==> src/source/axi_pkg.sv <==
package axi_pkg;

    // Response codes on the rresp and bresp channels
    typedef enum logic [1:0] {
        OKAY   = 2'b00,
        EXOKAY = 2'b01,
        SLVERR = 2'b10,
        DECERR = 2'b11
    } axi_resp_t;

    // Bus interface unit states, one address phase and one completion phase per word
    typedef enum logic [2:0] {
        B_IDLE  = 3'b000,
        B_RADDR = 3'b001,
        B_RDATA = 3'b010,
        B_WADDR = 3'b011,
        B_WRESP = 3'b100
    } biu_state_t;

endpackage

==> src/source/cache_pkg.sv <==
package cache_pkg;

    // Geometry defaults, overridden through the top level parameters
    localparam int DATA_WIDTH      = 32;   // Word width in bits
    localparam int ADDR_WIDTH      = 12;   // Byte address width
    localparam int CACHE_SIZE      = 256;  // Data capacity in bytes
    localparam int CACHE_LINE_SIZE = 16;   // Four words per line, sixteen lines

    // Controller states
    // IDLE serves hits, MISS fetches the requested line and VICTIM writes the
    // captured dirty line back to memory
    typedef enum logic [1:0] {
        IDLE   = 2'b00,
        MISS   = 2'b01,
        VICTIM = 2'b10
    } ctrl_state_t;

endpackage

==> src/source/cache_ctrl.sv <==
`timescale 1ns/1ps

module cache_ctrl #(
    parameter int  DATA_WIDTH      = cache_pkg::DATA_WIDTH,
    parameter int  ADDR_WIDTH      = cache_pkg::ADDR_WIDTH,
    parameter int  CACHE_SIZE      = cache_pkg::CACHE_SIZE,
    parameter int  CACHE_LINE_SIZE = cache_pkg::CACHE_LINE_SIZE,
    localparam int LINE_COUNT      = CACHE_SIZE / CACHE_LINE_SIZE,
    localparam int OFFSET_WIDTH    = $clog2(CACHE_LINE_SIZE),
    localparam int INDEX_WIDTH     = $clog2(LINE_COUNT),
    localparam int TAG_WIDTH       = ADDR_WIDTH - INDEX_WIDTH - OFFSET_WIDTH,
    localparam int LINE_WIDTH      = CACHE_LINE_SIZE * 8
) (
    input  logic                  clk,
    input  logic                  n_rst,

    input  logic                  i_re,
    input  logic                  i_we,
    input  logic [ADDR_WIDTH-1:0] i_addr,
    input  logic [DATA_WIDTH-1:0] i_wdata,
    output logic [DATA_WIDTH-1:0] o_rdata,
    output logic                  o_hit,
    output logic                  o_busy,

    input  logic                  i_biu_done,
    input  logic [LINE_WIDTH-1:0] i_biu_data,
    output logic                  o_biu_en,
    output logic                  o_biu_we,
    output logic [ADDR_WIDTH-1:0] o_biu_addr,
    output logic [LINE_WIDTH-1:0] o_biu_data
);

    cache_pkg::ctrl_state_t        state_q;
    cache_pkg::ctrl_state_t        state_d;

    logic [OFFSET_WIDTH-1:0]       offset;
    logic [INDEX_WIDTH-1:0]        index;
    logic [TAG_WIDTH-1:0]          tag;

    logic                          store_hit;
    logic                          store_we;
    logic                          store_fe;
    logic                          res_dirty;
    logic [TAG_WIDTH-1:0]          res_tag;
    logic [LINE_WIDTH-1:0]         res_vdata;

    logic                          victimize;
    logic [LINE_WIDTH-1:0]         vdata_q;
    logic [ADDR_WIDTH-1:0]         vaddr_q;

    assign offset = i_addr[OFFSET_WIDTH-1:0];
    assign index  = i_addr[OFFSET_WIDTH +: INDEX_WIDTH];
    assign tag    = i_addr[ADDR_WIDTH-1 -: TAG_WIDTH];

    assign store_we  = (state_q == cache_pkg::IDLE) && i_we;
    assign store_fe  = (state_q == cache_pkg::MISS) && i_biu_done;
    assign victimize = store_fe && res_dirty;  // Old line is still readable at the fill edge

    assign o_hit      = (state_q == cache_pkg::IDLE) && store_hit;
    assign o_busy     = state_q != cache_pkg::IDLE;
    assign o_biu_en   = state_q != cache_pkg::IDLE;
    assign o_biu_we   = state_q == cache_pkg::VICTIM;
    assign o_biu_addr = (state_q == cache_pkg::VICTIM) ? vaddr_q :
                        {tag, index, {OFFSET_WIDTH{1'b0}}};
    assign o_biu_data = vdata_q;

    always_ff @(posedge clk) begin
        if (victimize) begin
            vdata_q <= res_vdata;
            vaddr_q <= {res_tag, index, {OFFSET_WIDTH{1'b0}}};
        end
    end

    always_ff @(posedge clk, negedge n_rst) begin
        if (!n_rst) begin
            state_q <= cache_pkg::IDLE;
        end else begin
            state_q <= state_d;
        end
    end

    always_comb begin
        state_d = state_q;
        case (state_q)
            cache_pkg::IDLE: begin
                if ((i_re || i_we) && !store_hit) begin
                    state_d = cache_pkg::MISS;
                end
            end
            cache_pkg::MISS: begin
                if (i_biu_done) begin
                    state_d = victimize ? cache_pkg::VICTIM : cache_pkg::IDLE;
                end
            end
            cache_pkg::VICTIM: begin
                if (i_biu_done) begin
                    state_d = cache_pkg::IDLE;
                end
            end
            default: state_d = cache_pkg::IDLE;
        endcase
    end

    cache_store #(
        .DATA_WIDTH(DATA_WIDTH),
        .ADDR_WIDTH(ADDR_WIDTH),
        .CACHE_SIZE(CACHE_SIZE),
        .CACHE_LINE_SIZE(CACHE_LINE_SIZE)
    ) store_inst (
        .clk(clk),
        .n_rst(n_rst),
        .i_re(i_re),
        .i_we(store_we),
        .i_fe(store_fe),
        .i_offset(offset),
        .i_index(index),
        .i_tag(tag),
        .i_fdata(i_biu_data),
        .i_wdata(i_wdata),
        .o_hit(store_hit),
        .o_dirty(res_dirty),
        .o_tag(res_tag),
        .o_vdata(res_vdata),
        .o_rdata(o_rdata)
    );

    // The bus unit stays quiet while the controller serves hits
    assert property (@(posedge clk) disable iff (!n_rst)
        (state_q == cache_pkg::IDLE) |-> !i_biu_done)
        else $error("cache_ctrl: done pulse in IDLE");

    // Relies on the requester holding its address through a miss
    assert property (@(posedge clk) disable iff (!n_rst)
        (o_biu_en && !i_biu_done) |=> $stable(o_biu_addr))
        else $error("cache_ctrl: line address changed during a transfer");

endmodule

==> src/source/cache_store.sv <==
`timescale 1ns/1ps

module cache_store #(
    parameter int  DATA_WIDTH      = cache_pkg::DATA_WIDTH,
    parameter int  ADDR_WIDTH      = cache_pkg::ADDR_WIDTH,
    parameter int  CACHE_SIZE      = cache_pkg::CACHE_SIZE,
    parameter int  CACHE_LINE_SIZE = cache_pkg::CACHE_LINE_SIZE,
    localparam int LINE_COUNT      = CACHE_SIZE / CACHE_LINE_SIZE,
    localparam int OFFSET_WIDTH    = $clog2(CACHE_LINE_SIZE),
    localparam int INDEX_WIDTH     = $clog2(LINE_COUNT),
    localparam int TAG_WIDTH       = ADDR_WIDTH - INDEX_WIDTH - OFFSET_WIDTH,
    localparam int LINE_WIDTH      = CACHE_LINE_SIZE * 8
) (
    input  logic                    clk,
    input  logic                    n_rst,

    input  logic                    i_re,
    input  logic                    i_we,
    input  logic                    i_fe,
    input  logic [OFFSET_WIDTH-1:0] i_offset,
    input  logic [INDEX_WIDTH-1:0]  i_index,
    input  logic [TAG_WIDTH-1:0]    i_tag,
    input  logic [LINE_WIDTH-1:0]   i_fdata,
    input  logic [DATA_WIDTH-1:0]   i_wdata,

    output logic                    o_hit,
    output logic                    o_dirty,
    output logic [TAG_WIDTH-1:0]    o_tag,
    output logic [LINE_WIDTH-1:0]   o_vdata,
    output logic [DATA_WIDTH-1:0]   o_rdata
);

    localparam int BYTE_SEL_WIDTH = $clog2(DATA_WIDTH / 8);
    localparam int WORD_SEL_WIDTH = OFFSET_WIDTH - BYTE_SEL_WIDTH;

    logic [LINE_WIDTH-1:0]     data_q [LINE_COUNT];
    logic [TAG_WIDTH-1:0]      tag_q  [LINE_COUNT];
    logic [LINE_COUNT-1:0]     valid_q;
    logic [LINE_COUNT-1:0]     dirty_q;

    logic [WORD_SEL_WIDTH-1:0] word_sel;
    logic                      tag_match;
    logic                      wr_hit;

    assign word_sel  = i_offset[OFFSET_WIDTH-1:BYTE_SEL_WIDTH];  // Byte bits are ignored
    assign tag_match = valid_q[i_index] && (tag_q[i_index] == i_tag);
    assign wr_hit    = i_we && tag_match;

    assign o_hit     = tag_match && (i_re || i_we);
    assign o_dirty   = valid_q[i_index] && dirty_q[i_index];  // An invalid line is never a victim
    assign o_tag     = tag_q[i_index];
    assign o_vdata   = data_q[i_index];
    assign o_rdata   = data_q[i_index][word_sel*DATA_WIDTH +: DATA_WIDTH];

    always_ff @(posedge clk, negedge n_rst) begin
        if (!n_rst) begin
            valid_q <= '0;
            dirty_q <= '0;
        end else if (i_fe) begin
            valid_q[i_index] <= 1'b1;
            dirty_q[i_index] <= 1'b0;  // Freshly fetched line matches memory
        end else if (wr_hit) begin
            dirty_q[i_index] <= 1'b1;
        end
    end

    always_ff @(posedge clk) begin
        if (i_fe) begin
            data_q[i_index] <= i_fdata;
            tag_q[i_index]  <= i_tag;
        end else if (wr_hit) begin
            data_q[i_index][word_sel*DATA_WIDTH +: DATA_WIDTH] <= i_wdata;
        end
    end

    // The controller only fills from MISS and only writes from IDLE
    assert property (@(posedge clk) disable iff (!n_rst) !(i_fe && i_we))
        else $error("cache_store: fill and write in the same cycle");

endmodule

==> src/source/cache_subsystem.sv <==
`timescale 1ns/1ps

module cache_subsystem #(
    parameter int  DATA_WIDTH      = cache_pkg::DATA_WIDTH,
    parameter int  ADDR_WIDTH      = cache_pkg::ADDR_WIDTH,
    parameter int  CACHE_SIZE      = cache_pkg::CACHE_SIZE,
    parameter int  CACHE_LINE_SIZE = cache_pkg::CACHE_LINE_SIZE,
    localparam int LINE_WIDTH      = CACHE_LINE_SIZE * 8,
    localparam int STRB_WIDTH      = DATA_WIDTH / 8
) (
    input  logic                  clk,
    input  logic                  n_rst,

    input  logic                  i_re,
    input  logic                  i_we,
    input  logic [ADDR_WIDTH-1:0] i_addr,
    input  logic [DATA_WIDTH-1:0] i_wdata,
    output logic [DATA_WIDTH-1:0] o_rdata,
    output logic                  o_hit,
    output logic                  o_busy,

    output logic [ADDR_WIDTH-1:0] o_araddr,
    output logic                  o_arvalid,
    input  logic                  i_arready,
    input  logic [DATA_WIDTH-1:0] i_rdata,
    input  logic [1:0]            i_rresp,
    input  logic                  i_rvalid,
    output logic                  o_rready,
    output logic [ADDR_WIDTH-1:0] o_awaddr,
    output logic                  o_awvalid,
    input  logic                  i_awready,
    output logic [DATA_WIDTH-1:0] o_wdata,
    output logic [STRB_WIDTH-1:0] o_wstrb,
    output logic                  o_wvalid,
    input  logic                  i_wready,
    input  logic [1:0]            i_bresp,
    input  logic                  i_bvalid,
    output logic                  o_bready
);

    logic                  biu_en;
    logic                  biu_we;
    logic                  biu_done;
    logic [ADDR_WIDTH-1:0] biu_addr;
    logic [LINE_WIDTH-1:0] biu_wr_line;  // Victim line towards memory
    logic [LINE_WIDTH-1:0] biu_rd_line;  // Fetched line towards the store

    cache_ctrl #(
        .DATA_WIDTH(DATA_WIDTH),
        .ADDR_WIDTH(ADDR_WIDTH),
        .CACHE_SIZE(CACHE_SIZE),
        .CACHE_LINE_SIZE(CACHE_LINE_SIZE)
    ) ctrl_inst (
        .clk(clk),
        .n_rst(n_rst),
        .i_re(i_re),
        .i_we(i_we),
        .i_addr(i_addr),
        .i_wdata(i_wdata),
        .o_rdata(o_rdata),
        .o_hit(o_hit),
        .o_busy(o_busy),
        .i_biu_done(biu_done),
        .i_biu_data(biu_rd_line),
        .o_biu_en(biu_en),
        .o_biu_we(biu_we),
        .o_biu_addr(biu_addr),
        .o_biu_data(biu_wr_line)
    );

    line_biu #(
        .DATA_WIDTH(DATA_WIDTH),
        .ADDR_WIDTH(ADDR_WIDTH),
        .CACHE_LINE_SIZE(CACHE_LINE_SIZE)
    ) biu_inst (
        .clk(clk),
        .n_rst(n_rst),
        .i_en(biu_en),
        .i_we(biu_we),
        .i_addr(biu_addr),
        .i_data(biu_wr_line),
        .o_done(biu_done),
        .o_data(biu_rd_line),
        .o_araddr(o_araddr),
        .o_arvalid(o_arvalid),
        .i_arready(i_arready),
        .i_rdata(i_rdata),
        .i_rresp(i_rresp),
        .i_rvalid(i_rvalid),
        .o_rready(o_rready),
        .o_awaddr(o_awaddr),
        .o_awvalid(o_awvalid),
        .i_awready(i_awready),
        .o_wdata(o_wdata),
        .o_wstrb(o_wstrb),
        .o_wvalid(o_wvalid),
        .i_wready(i_wready),
        .i_bresp(i_bresp),
        .i_bvalid(i_bvalid),
        .o_bready(o_bready)
    );

endmodule

==> src/source/line_biu.sv <==
`timescale 1ns/1ps

module line_biu #(
    parameter int  DATA_WIDTH      = cache_pkg::DATA_WIDTH,
    parameter int  ADDR_WIDTH      = cache_pkg::ADDR_WIDTH,
    parameter int  CACHE_LINE_SIZE = cache_pkg::CACHE_LINE_SIZE,
    localparam int LINE_WIDTH      = CACHE_LINE_SIZE * 8,
    localparam int OFFSET_WIDTH    = $clog2(CACHE_LINE_SIZE),
    localparam int STRB_WIDTH      = DATA_WIDTH / 8
) (
    input  logic                  clk,
    input  logic                  n_rst,

    input  logic                  i_en,
    input  logic                  i_we,
    input  logic [ADDR_WIDTH-1:0] i_addr,
    input  logic [LINE_WIDTH-1:0] i_data,
    output logic                  o_done,
    output logic [LINE_WIDTH-1:0] o_data,

    output logic [ADDR_WIDTH-1:0] o_araddr,
    output logic                  o_arvalid,
    input  logic                  i_arready,
    input  logic [DATA_WIDTH-1:0] i_rdata,
    input  logic [1:0]            i_rresp,
    input  logic                  i_rvalid,
    output logic                  o_rready,

    output logic [ADDR_WIDTH-1:0] o_awaddr,
    output logic                  o_awvalid,
    input  logic                  i_awready,
    output logic [DATA_WIDTH-1:0] o_wdata,
    output logic [STRB_WIDTH-1:0] o_wstrb,
    output logic                  o_wvalid,
    input  logic                  i_wready,
    input  logic [1:0]            i_bresp,
    input  logic                  i_bvalid,
    output logic                  o_bready
);

    localparam int WORD_COUNT     = LINE_WIDTH / DATA_WIDTH;
    localparam int CNT_WIDTH      = $clog2(WORD_COUNT);
    localparam int BYTE_SEL_WIDTH = $clog2(STRB_WIDTH);

    axi_pkg::biu_state_t   state_q;
    axi_pkg::biu_state_t   state_d;

    logic [CNT_WIDTH-1:0]  cnt_q;
    logic                  last_word;
    logic                  word_end;
    logic                  aw_fire;
    logic                  w_fire;
    logic                  aw_sent_q;
    logic                  w_sent_q;
    logic                  done_q;
    logic [LINE_WIDTH-1:0] line_q;
    logic [ADDR_WIDTH-1:0] word_addr;

    assign last_word = cnt_q == CNT_WIDTH'(WORD_COUNT - 1);
    assign word_addr = {i_addr[ADDR_WIDTH-1:OFFSET_WIDTH], cnt_q, {BYTE_SEL_WIDTH{1'b0}}};
    assign word_end  = ((state_q == axi_pkg::B_RDATA) && i_rvalid) ||
                       ((state_q == axi_pkg::B_WRESP) && i_bvalid);

    assign aw_fire   = o_awvalid && i_awready;
    assign w_fire    = o_wvalid && i_wready;

    assign o_araddr  = word_addr;
    assign o_arvalid = state_q == axi_pkg::B_RADDR;
    assign o_rready  = state_q == axi_pkg::B_RDATA;
    assign o_awaddr  = word_addr;
    assign o_awvalid = (state_q == axi_pkg::B_WADDR) && !aw_sent_q;  // Each drops on its own
    assign o_wvalid  = (state_q == axi_pkg::B_WADDR) && !w_sent_q;
    assign o_wdata   = i_data[cnt_q*DATA_WIDTH +: DATA_WIDTH];
    assign o_wstrb   = '1;
    assign o_bready  = state_q == axi_pkg::B_WRESP;
    assign o_done    = done_q;
    assign o_data    = line_q;

    always_comb begin
        state_d = state_q;
        case (state_q)
            axi_pkg::B_IDLE: begin
                // Enable is still high in the done cycle, so that cycle is skipped
                if (i_en && !done_q) begin
                    state_d = i_we ? axi_pkg::B_WADDR : axi_pkg::B_RADDR;
                end
            end
            axi_pkg::B_RADDR: begin
                if (i_arready) begin
                    state_d = axi_pkg::B_RDATA;
                end
            end
            axi_pkg::B_RDATA: begin
                if (i_rvalid) begin
                    state_d = last_word ? axi_pkg::B_IDLE : axi_pkg::B_RADDR;
                end
            end
            axi_pkg::B_WADDR: begin
                if ((aw_sent_q || aw_fire) && (w_sent_q || w_fire)) begin
                    state_d = axi_pkg::B_WRESP;
                end
            end
            axi_pkg::B_WRESP: begin
                if (i_bvalid) begin
                    state_d = last_word ? axi_pkg::B_IDLE : axi_pkg::B_WADDR;
                end
            end
            default: state_d = axi_pkg::B_IDLE;
        endcase
    end

    always_ff @(posedge clk, negedge n_rst) begin
        if (!n_rst) begin
            state_q   <= axi_pkg::B_IDLE;
            cnt_q     <= '0;
            aw_sent_q <= 1'b0;
            w_sent_q  <= 1'b0;
            done_q    <= 1'b0;
        end else begin
            state_q <= state_d;
            done_q  <= word_end && last_word;
            if (state_q == axi_pkg::B_IDLE) begin
                cnt_q <= '0;
            end else if (word_end) begin
                cnt_q <= cnt_q + 1'b1;
            end
            if (state_q != axi_pkg::B_WADDR) begin
                aw_sent_q <= 1'b0;
                w_sent_q  <= 1'b0;
            end else begin
                aw_sent_q <= aw_sent_q || aw_fire;
                w_sent_q  <= w_sent_q || w_fire;
            end
        end
    end

    always_ff @(posedge clk) begin
        if (o_rready && i_rvalid) begin
            line_q[cnt_q*DATA_WIDTH +: DATA_WIDTH] <= i_rdata;
        end
    end

    assert property (@(posedge clk) disable iff (!n_rst)
        (o_arvalid && !i_arready) |=> (o_arvalid && $stable(o_araddr)))
        else $error("line_biu: arvalid dropped before arready");

    // Error responses are not recovered, the data is taken as is
    assert property (@(posedge clk) disable iff (!n_rst)
        (i_rvalid && o_rready) |-> (axi_pkg::axi_resp_t'(i_rresp) == axi_pkg::OKAY))
        else $error("line_biu: read response %0d at %h", i_rresp, o_araddr);

    assert property (@(posedge clk) disable iff (!n_rst)
        (i_bvalid && o_bready) |-> (axi_pkg::axi_resp_t'(i_bresp) == axi_pkg::OKAY))
        else $error("line_biu: write response %0d at %h", i_bresp, o_awaddr);

endmodule

==> config.mk <==
export PLATFORM = sky130hd
export DESIGN_NAME = cache_subsystem
export DESIGN_NICKNAME = d
export VERILOG_FILES = /design/src/source/axi_pkg.sv /design/src/source/cache_pkg.sv /design/src/source/cache_ctrl.sv /design/src/source/cache_store.sv /design/src/source/cache_subsystem.sv /design/src/source/line_biu.sv
export SDC_FILE = /design/constraint.sdc
export NUM_CORES = 2
export LEC_CHECK = 0
export BUFFER_PORTS_ARGS = -buffer_cell sky130_fd_sc_hd__buf_2
export CORE_AREA = 2 2 441 487
export CTS_CLUSTER_SIZE = 14
export DETAILED_ROUTE_END_ITERATION = 8
export DIE_AREA = 0 0 443 489
export PLACE_DENSITY = 0.59
export SYNTH_ARGS = -nofsm -noshare
export SYNTH_HDL_FRONTEND = slang
export SYNTH_SLANG_ARGS = --single-unit
==> constraint.sdc <==
create_clock -name clk -period 7.8 [get_ports clk]
set_clock_uncertainty 0.1 [all_clocks]
set_input_delay 1.17 -clock clk [delete_from_list [all_inputs] [get_ports clk]]
set_output_delay 1.17 -clock clk [all_outputs]
set_load 0.1 [all_outputs]
* Word-level counts from Yosys, hierarchy flattened
Memory sizes are Yosys's and may differ from the RTL's. Cells that the tools add are included.
Cells by class: equal/unequal tests 17, bitwise operators 132, $mul 0, reductions and logical operators 35, divide/modulo/power cells 0, multiplexer cells 161, $add $sub $neg 3, $lt $le $gt $ge 2, shift-type cells 6
Operators with widths (number):
- variable shift 32 x 34 -> 128 bit (first input constant) | 2
- indexed part select 128 x 8 -> 32 bit | 2
- indexed part select 32 x 34 -> 128 bit | 2
- 2-to-1 mux 1 bit | 138
- bitwise mux 128 bit | 1
- 2-to-1 mux 128 bit | 1
- bitwise OR 1 bit | 128
- negation 7 -> 34 bit | 2
- 2-to-1 mux 16 bit | 2
- bitwise OR 16 bit | 2
- logical AND 1 bit | 19
- AND 16 bit | 1
- 2-to-1 mux 2 bit | 8
- NOT 16 bit | 1
- 2-to-1 mux 3 bit | 5
- one-hot mux 3 bit (5 select lines) | 1
- 2-to-1 mux 12 bit | 1
- != test 2 bit (second input constant) | 5
- binary-select mux 1 bit (select 4 bit) | 2
- == test 3 x 2 -> 1 bit (second input constant) | 2
- != test 2 x 1 -> 1 bit (second input constant) | 3
- one-hot mux 2 bit (3 select lines) | 1
- nonzero test 2 bit | 3
- logical OR 1 bit | 5
- other kinds (15) | 19
Word-level totals: memories kept 2, memory bits (read-only) 0, logic and storage cells 369, latch bits 0, bits in registers 306, RAM bits 2112, output and inout bits 99
Memories:
- ctrl_inst.store_inst.data_q | words 16, bits a word 128, rd ports 1, clocked after Yosys merged registers in 0, wr ports 1, RTL line cache_store.sv:36 | logic [LINE_WIDTH-1:0] data_q [LINE_COUNT];
- ctrl_inst.store_inst.tag_q | words 16, bits a word 4, rd ports 1, clocked after Yosys merged registers in 0, wr ports 1, RTL line cache_store.sv:37 | logic [TAG_WIDTH-1:0] tag_q [LINE_COUNT];

* Longest topological paths before layout
depth after elaboration 8, mapped depth 11

* Hierarchy
From an unflattened synthesis, not the netlist that was laid out.
Unflattened totals: cells, all modules 4237, area, all modules 95218.8 um2
Modules (own cells, without submodules):
- cache_store | instances 1, area each 84473.5 um2, cells an instance 3668
- line_biu | instances 1, area each 6361.1 um2, cells an instance 402
- cache_ctrl | instances 1, area each 4384.2 um2, cells an instance 167

* Worst setup path before layout
No wires, ideal clock.
path type input to register, start point in i_addr[5], end point reg ctrl_inst.vdata_q[0], in the netlist ctrl_inst.o_biu_data[0] (read register of ctrl_inst.store_inst.data_q), enable pin, setup slack -1462 ps, required time 7062 ps, arrival 8524 ps, stages on the path 9, cell sequence buf_4 buf_4 buf_2 buf_2 clkbuf_1 mux4_2 mux4_2 nand2_1 nor2_1
Between the ends: word-level cells in the longest chain between the ends 4, elaborated cells on any way between the ends 6, those cells by class mux (4); reduce/logical (2)
Ends and longest elaborated chain:
- start: declaration | RTL line cache_subsystem.sv:16 | input logic [ADDR_WIDTH-1:0] i_addr,
- binary-select mux 1 bit (select 4 bit) | RTL line cache_store.sv:50 | assign o_dirty = valid_q[i_index] && dirty_q[i_index];
- 2-to-1 mux 1 bit (implied by the code) | RTL line cache_store.sv:50
- logical AND 1 bit * | RTL line cache_store.sv:50
- logical AND 1 bit * | RTL line cache_ctrl.sv:57 | assign victimize = store_fe && res_dirty;
- net ctrl_inst.victimize | RTL line cache_ctrl.sv:47 | logic victimize;
- end: declaration | RTL line cache_ctrl.sv:48 | logic [LINE_WIDTH-1:0] vdata_q;
The timed path passes the listed nets; every way through them passes the cells marked *. The select of a mux whose other input is x is not followed. A chain may end at the register's enable or synchronous reset.

* Final worst setup path
start point in i_addr[5], end point out o_rdata[12]
Between the ends: word-level cells in the longest chain between the ends 2
Ends and longest elaborated chain:
- memory (16 x 128 bit)
- indexed part select 128 x 8 -> 32 bit | RTL line cache_store.sv:53 | assign o_rdata = data_q[i_index][word_sel*DATA_WIDTH +: DATA_WIDTH];
- end: declaration | RTL line cache_subsystem.sv:18 | output logic [DATA_WIDTH-1:0] o_rdata,
No other way between the ends.

==> results.txt <==
peak supply drop: 0.216 mV
vias per cell: 5.92
Yosys warnings: 0
TritonCTS clock tree: built
fmax: 0.163 GHz
number of max-cap violations: 0
final net count: 4661
period utilization: 78.8%
largest family of logic cells by synthesized area: multiplexers
CTS-repair resized insts: 0
final hold slack: 0.362 ns
placed cell area: 100000 um2
Main synth FF type: edfxtp_1
GRT overflow: 0
met2 wire len: 124000 um
WP data arrival: 4.87 ns
highest metal used: met5
# IOs: 188
crit start category: input port
RSZ-0062 raised after global routing: no
first-pass GRT wire length: 348000 um
dpl hpwl: 153000 um
Yosys reg bits: 2418
Num Clock Sinks: 2418
asr flop ratio synth: 1.74%
first-pass iteration count of the detailed router: 5
Final Instance Area: 107000 um2
Critical Path RT: 6.53 ns
# fillers: 16700
wire length on met3: 19100 um
leading cell type in the layout, fill and taps excluded: edfxtp_1
total routed wirelength: 249000 um
commonest cells after routing, fill and taps aside: edfxtp_1 (2376), mux4_2 (731), clkbuf_16 (229)
outcome: finished clean
relative slew slack: 11.7%
Compound-Gate Fraction of Synth Area: 0.640%
leak pwr: 33.6 nW
CP Capture Type: output port
post-CTS setup buffers: 0
Avg WL per Cell: 32.9 um
minimum clock period after layout: 6.14 ns
Buffers on Ports: 173
Mapped Cells: 4190
CTS Buffer Depth: 3
critical path type: in -> out
pin count of the biggest net entering global routing: 125
die height: 489 um
routed via count: 44800
Area Overhead vs Synth: 13.4%
DRC viols: 0
Post-synth EDFFs: 2376
initial antenna violation count: 58
vias in the first global route: 44600
Hold Fails Final Rpt: 0
Worst-Margin Slew: 1.29 ns
hold crit path type: reg -> reg
CP max FO: 54
post-synthesis xor/xnor area fraction: 0.0277%
sequential share of the synthesized area: 76.4%
Die W: 443 um
DRT met1 WL: 97900 um
antenna-violating nets left: 0
DRT iter0 DRCs: 5077
Clk pin slew, worst setup/hold paths: 0.06 ns
H-tree levels: 4
CTS Buf Count: 227
Hold-fix buffers, CTS: 0
Cell Pwr Density: 256 nW/um2
Max Slew Vio Count: 0
setup violators final: 0
Core ar.: 212000 um2
adder-cell share of the synthesized area: 0.156%
Skew-Pair Late Insertion Delay: 0.88 ns
Synth Cell Area: 94700 um2
post-synthesis mux area share: 18.9%
Placer Congestion: 0.808
Clock Root Buffer: clkbuf_16
GRT Total Usage: 23.1%
Syn Area/Cell: 22.6 um2
layout cells sized above 1: 32.1%
FP Rows: 178
simple-gate share of the synthesized area: 2.04%
Die ar.: 217000 um2
Setup TNS: 0 ns
count of cell types in the netlist: 39
effective utilization at floorplan: 44.6%
[per-stage QoR]
step	setup WS, ns	cells	utilization [%]	power, mW
floorplan	0.918	4196	-	16.6
global placement	1.61	7118	47.3	17.4
detailed placement	1.45	7118	47.3	17.4
CTS	1.61	7525	50.6	27.7
global route	1.47	7562	50.6	28.3
finish	1.66	7571	50.6	27.5
[path summary, 6_finish.rpt]
check / start / to / slack (ns) / cells after the start
min in group asynchronous: n_rst / ctrl_inst.store_inst.valid_q[4]$_DFFE_PN0P_ / 0.38 / 1
worst min register to register: ctrl_inst.store_inst.valid_q[10]$_DFFE_PN0P_ / ctrl_inst.store_inst.valid_q[10]$_DFFE_PN0P_ / 0.36 / 1
worst min-delay path: ctrl_inst.store_inst.valid_q[10]$_DFFE_PN0P_ / ctrl_inst.store_inst.valid_q[10]$_DFFE_PN0P_ / 0.36 / 1
max in group asynchronous: n_rst / biu_inst.cnt_q[0]$_DFFE_PN0P_ / 6.48 / 1
worst max-delay path: i_addr[5] / o_rdata[12] / 1.66 / 7
worst max register to register: ctrl_inst.store_inst.tag_q[13][3]$_DFFE_PP_ / ctrl_inst.store_inst.data_q[0][68]$_DFFE_PP_ / 2.82 / 6
[where the power goes]
group	switching, mW	internal, mW
logic	1.93	0.776
registers	0.0563	14.4
clock network	4.71	5.62
total	6.70	20.8
[synthesized netlist by cell type (2+ instances only)]
library cell | instances | area share, %
edfxtp_1 | 2376 | 75
mux4_2 | 731 | 17
nand2_1 | 143 | 0.57
inv_1 | 136 | 0.54
mux2i_1 | 135 | 1.4
and2_1 | 131 | 0.86
clkbuf_1 | 116 | 0.46
a21oi_1 | 69 | 0.36
buf_1 | 65 | 0.26
dfrtp_1 | 42 | 1.1
o21ai_0 | 38 | 0.20
nor2_1 | 33 | 0.13
buf_2 | 27 | 0.14
buf_4 | 27 | 0.21
or2_2 | 16 | 0.11
buf_6 | 11 | 0.13
ha_1 | 11 | 0.15
and3_1 | 10 | 0.066
mux2_2 | 10 | 0.12
nor3b_1 | 9 | 0.071
nor2b_1 | 8 | 0.053
nand3_1 | 7 | 0.037
nor3_1 | 7 | 0.037
nand4_1 | 6 | 0.040
and4_1 | 5 | 0.046
a21o_1 | 3 | 0.024
buf_8 | 3 | 0.048
xor2_1 | 3 | 0.028
conb_1 | 2 | 0.0079
[sequential cells by signal (all words and copies together), names as in the netlist, 2 cells and up, named ones only]
name,flops
ctrl_inst.o_biu_data,128
ctrl_inst.store_inst.tag_q,64
ctrl_inst.store_inst.data_q,2048
biu_inst.cnt_q,2
ctrl_inst.state_q,2
biu_inst.o_data,128
ctrl_inst.store_inst.valid_q,16
biu_inst.state_q,3
ctrl_inst.vaddr_q,8
[kinds of logic after synthesis]
group / after synthesis
muxes: 876
buffers and inverters: 385
adders and majority gates: 12
and+or+nand+nor: 378
AOI/OAI and AO/OA: 116
xor gates and xnor gates: 3
other: 2
DFF: 2418
[per-layer routing]
metal / vias up / track usage, %
met4: 14 / 7.67
met2: 1706 / 38.2
met5: - / 0
met1: 24600 / 31.3
li1: 18200 / -
met3: 365 / 4.07
[critical path, cell delays in order]
cell    delay [ns]
buf_8         0.44
buf_4         0.56
buf_4         0.75
mux4_2        0.42
mux4_2        0.57
mux4_2        0.55
buf_2         0.32
[cell type report]
cell class | instances | area, um2 | share of cell area (%)
Sequential cell | 2418 | 72400 | 67.4
Multi-Input combinational cell | 1393 | 21500 | 20.0
Clock buffer | 300 | 6030 | 5.61
Tap cell | 2790 | 3490 | 3.25
Timing Repair Buffer | 385 | 2610 | 2.43
Clock inverter | 107 | 816 | 0.759
Inverter | 136 | 510 | 0.475
Antenna cell | 42 | 105 | 0.0978
(Power assumes the default switching activity.)
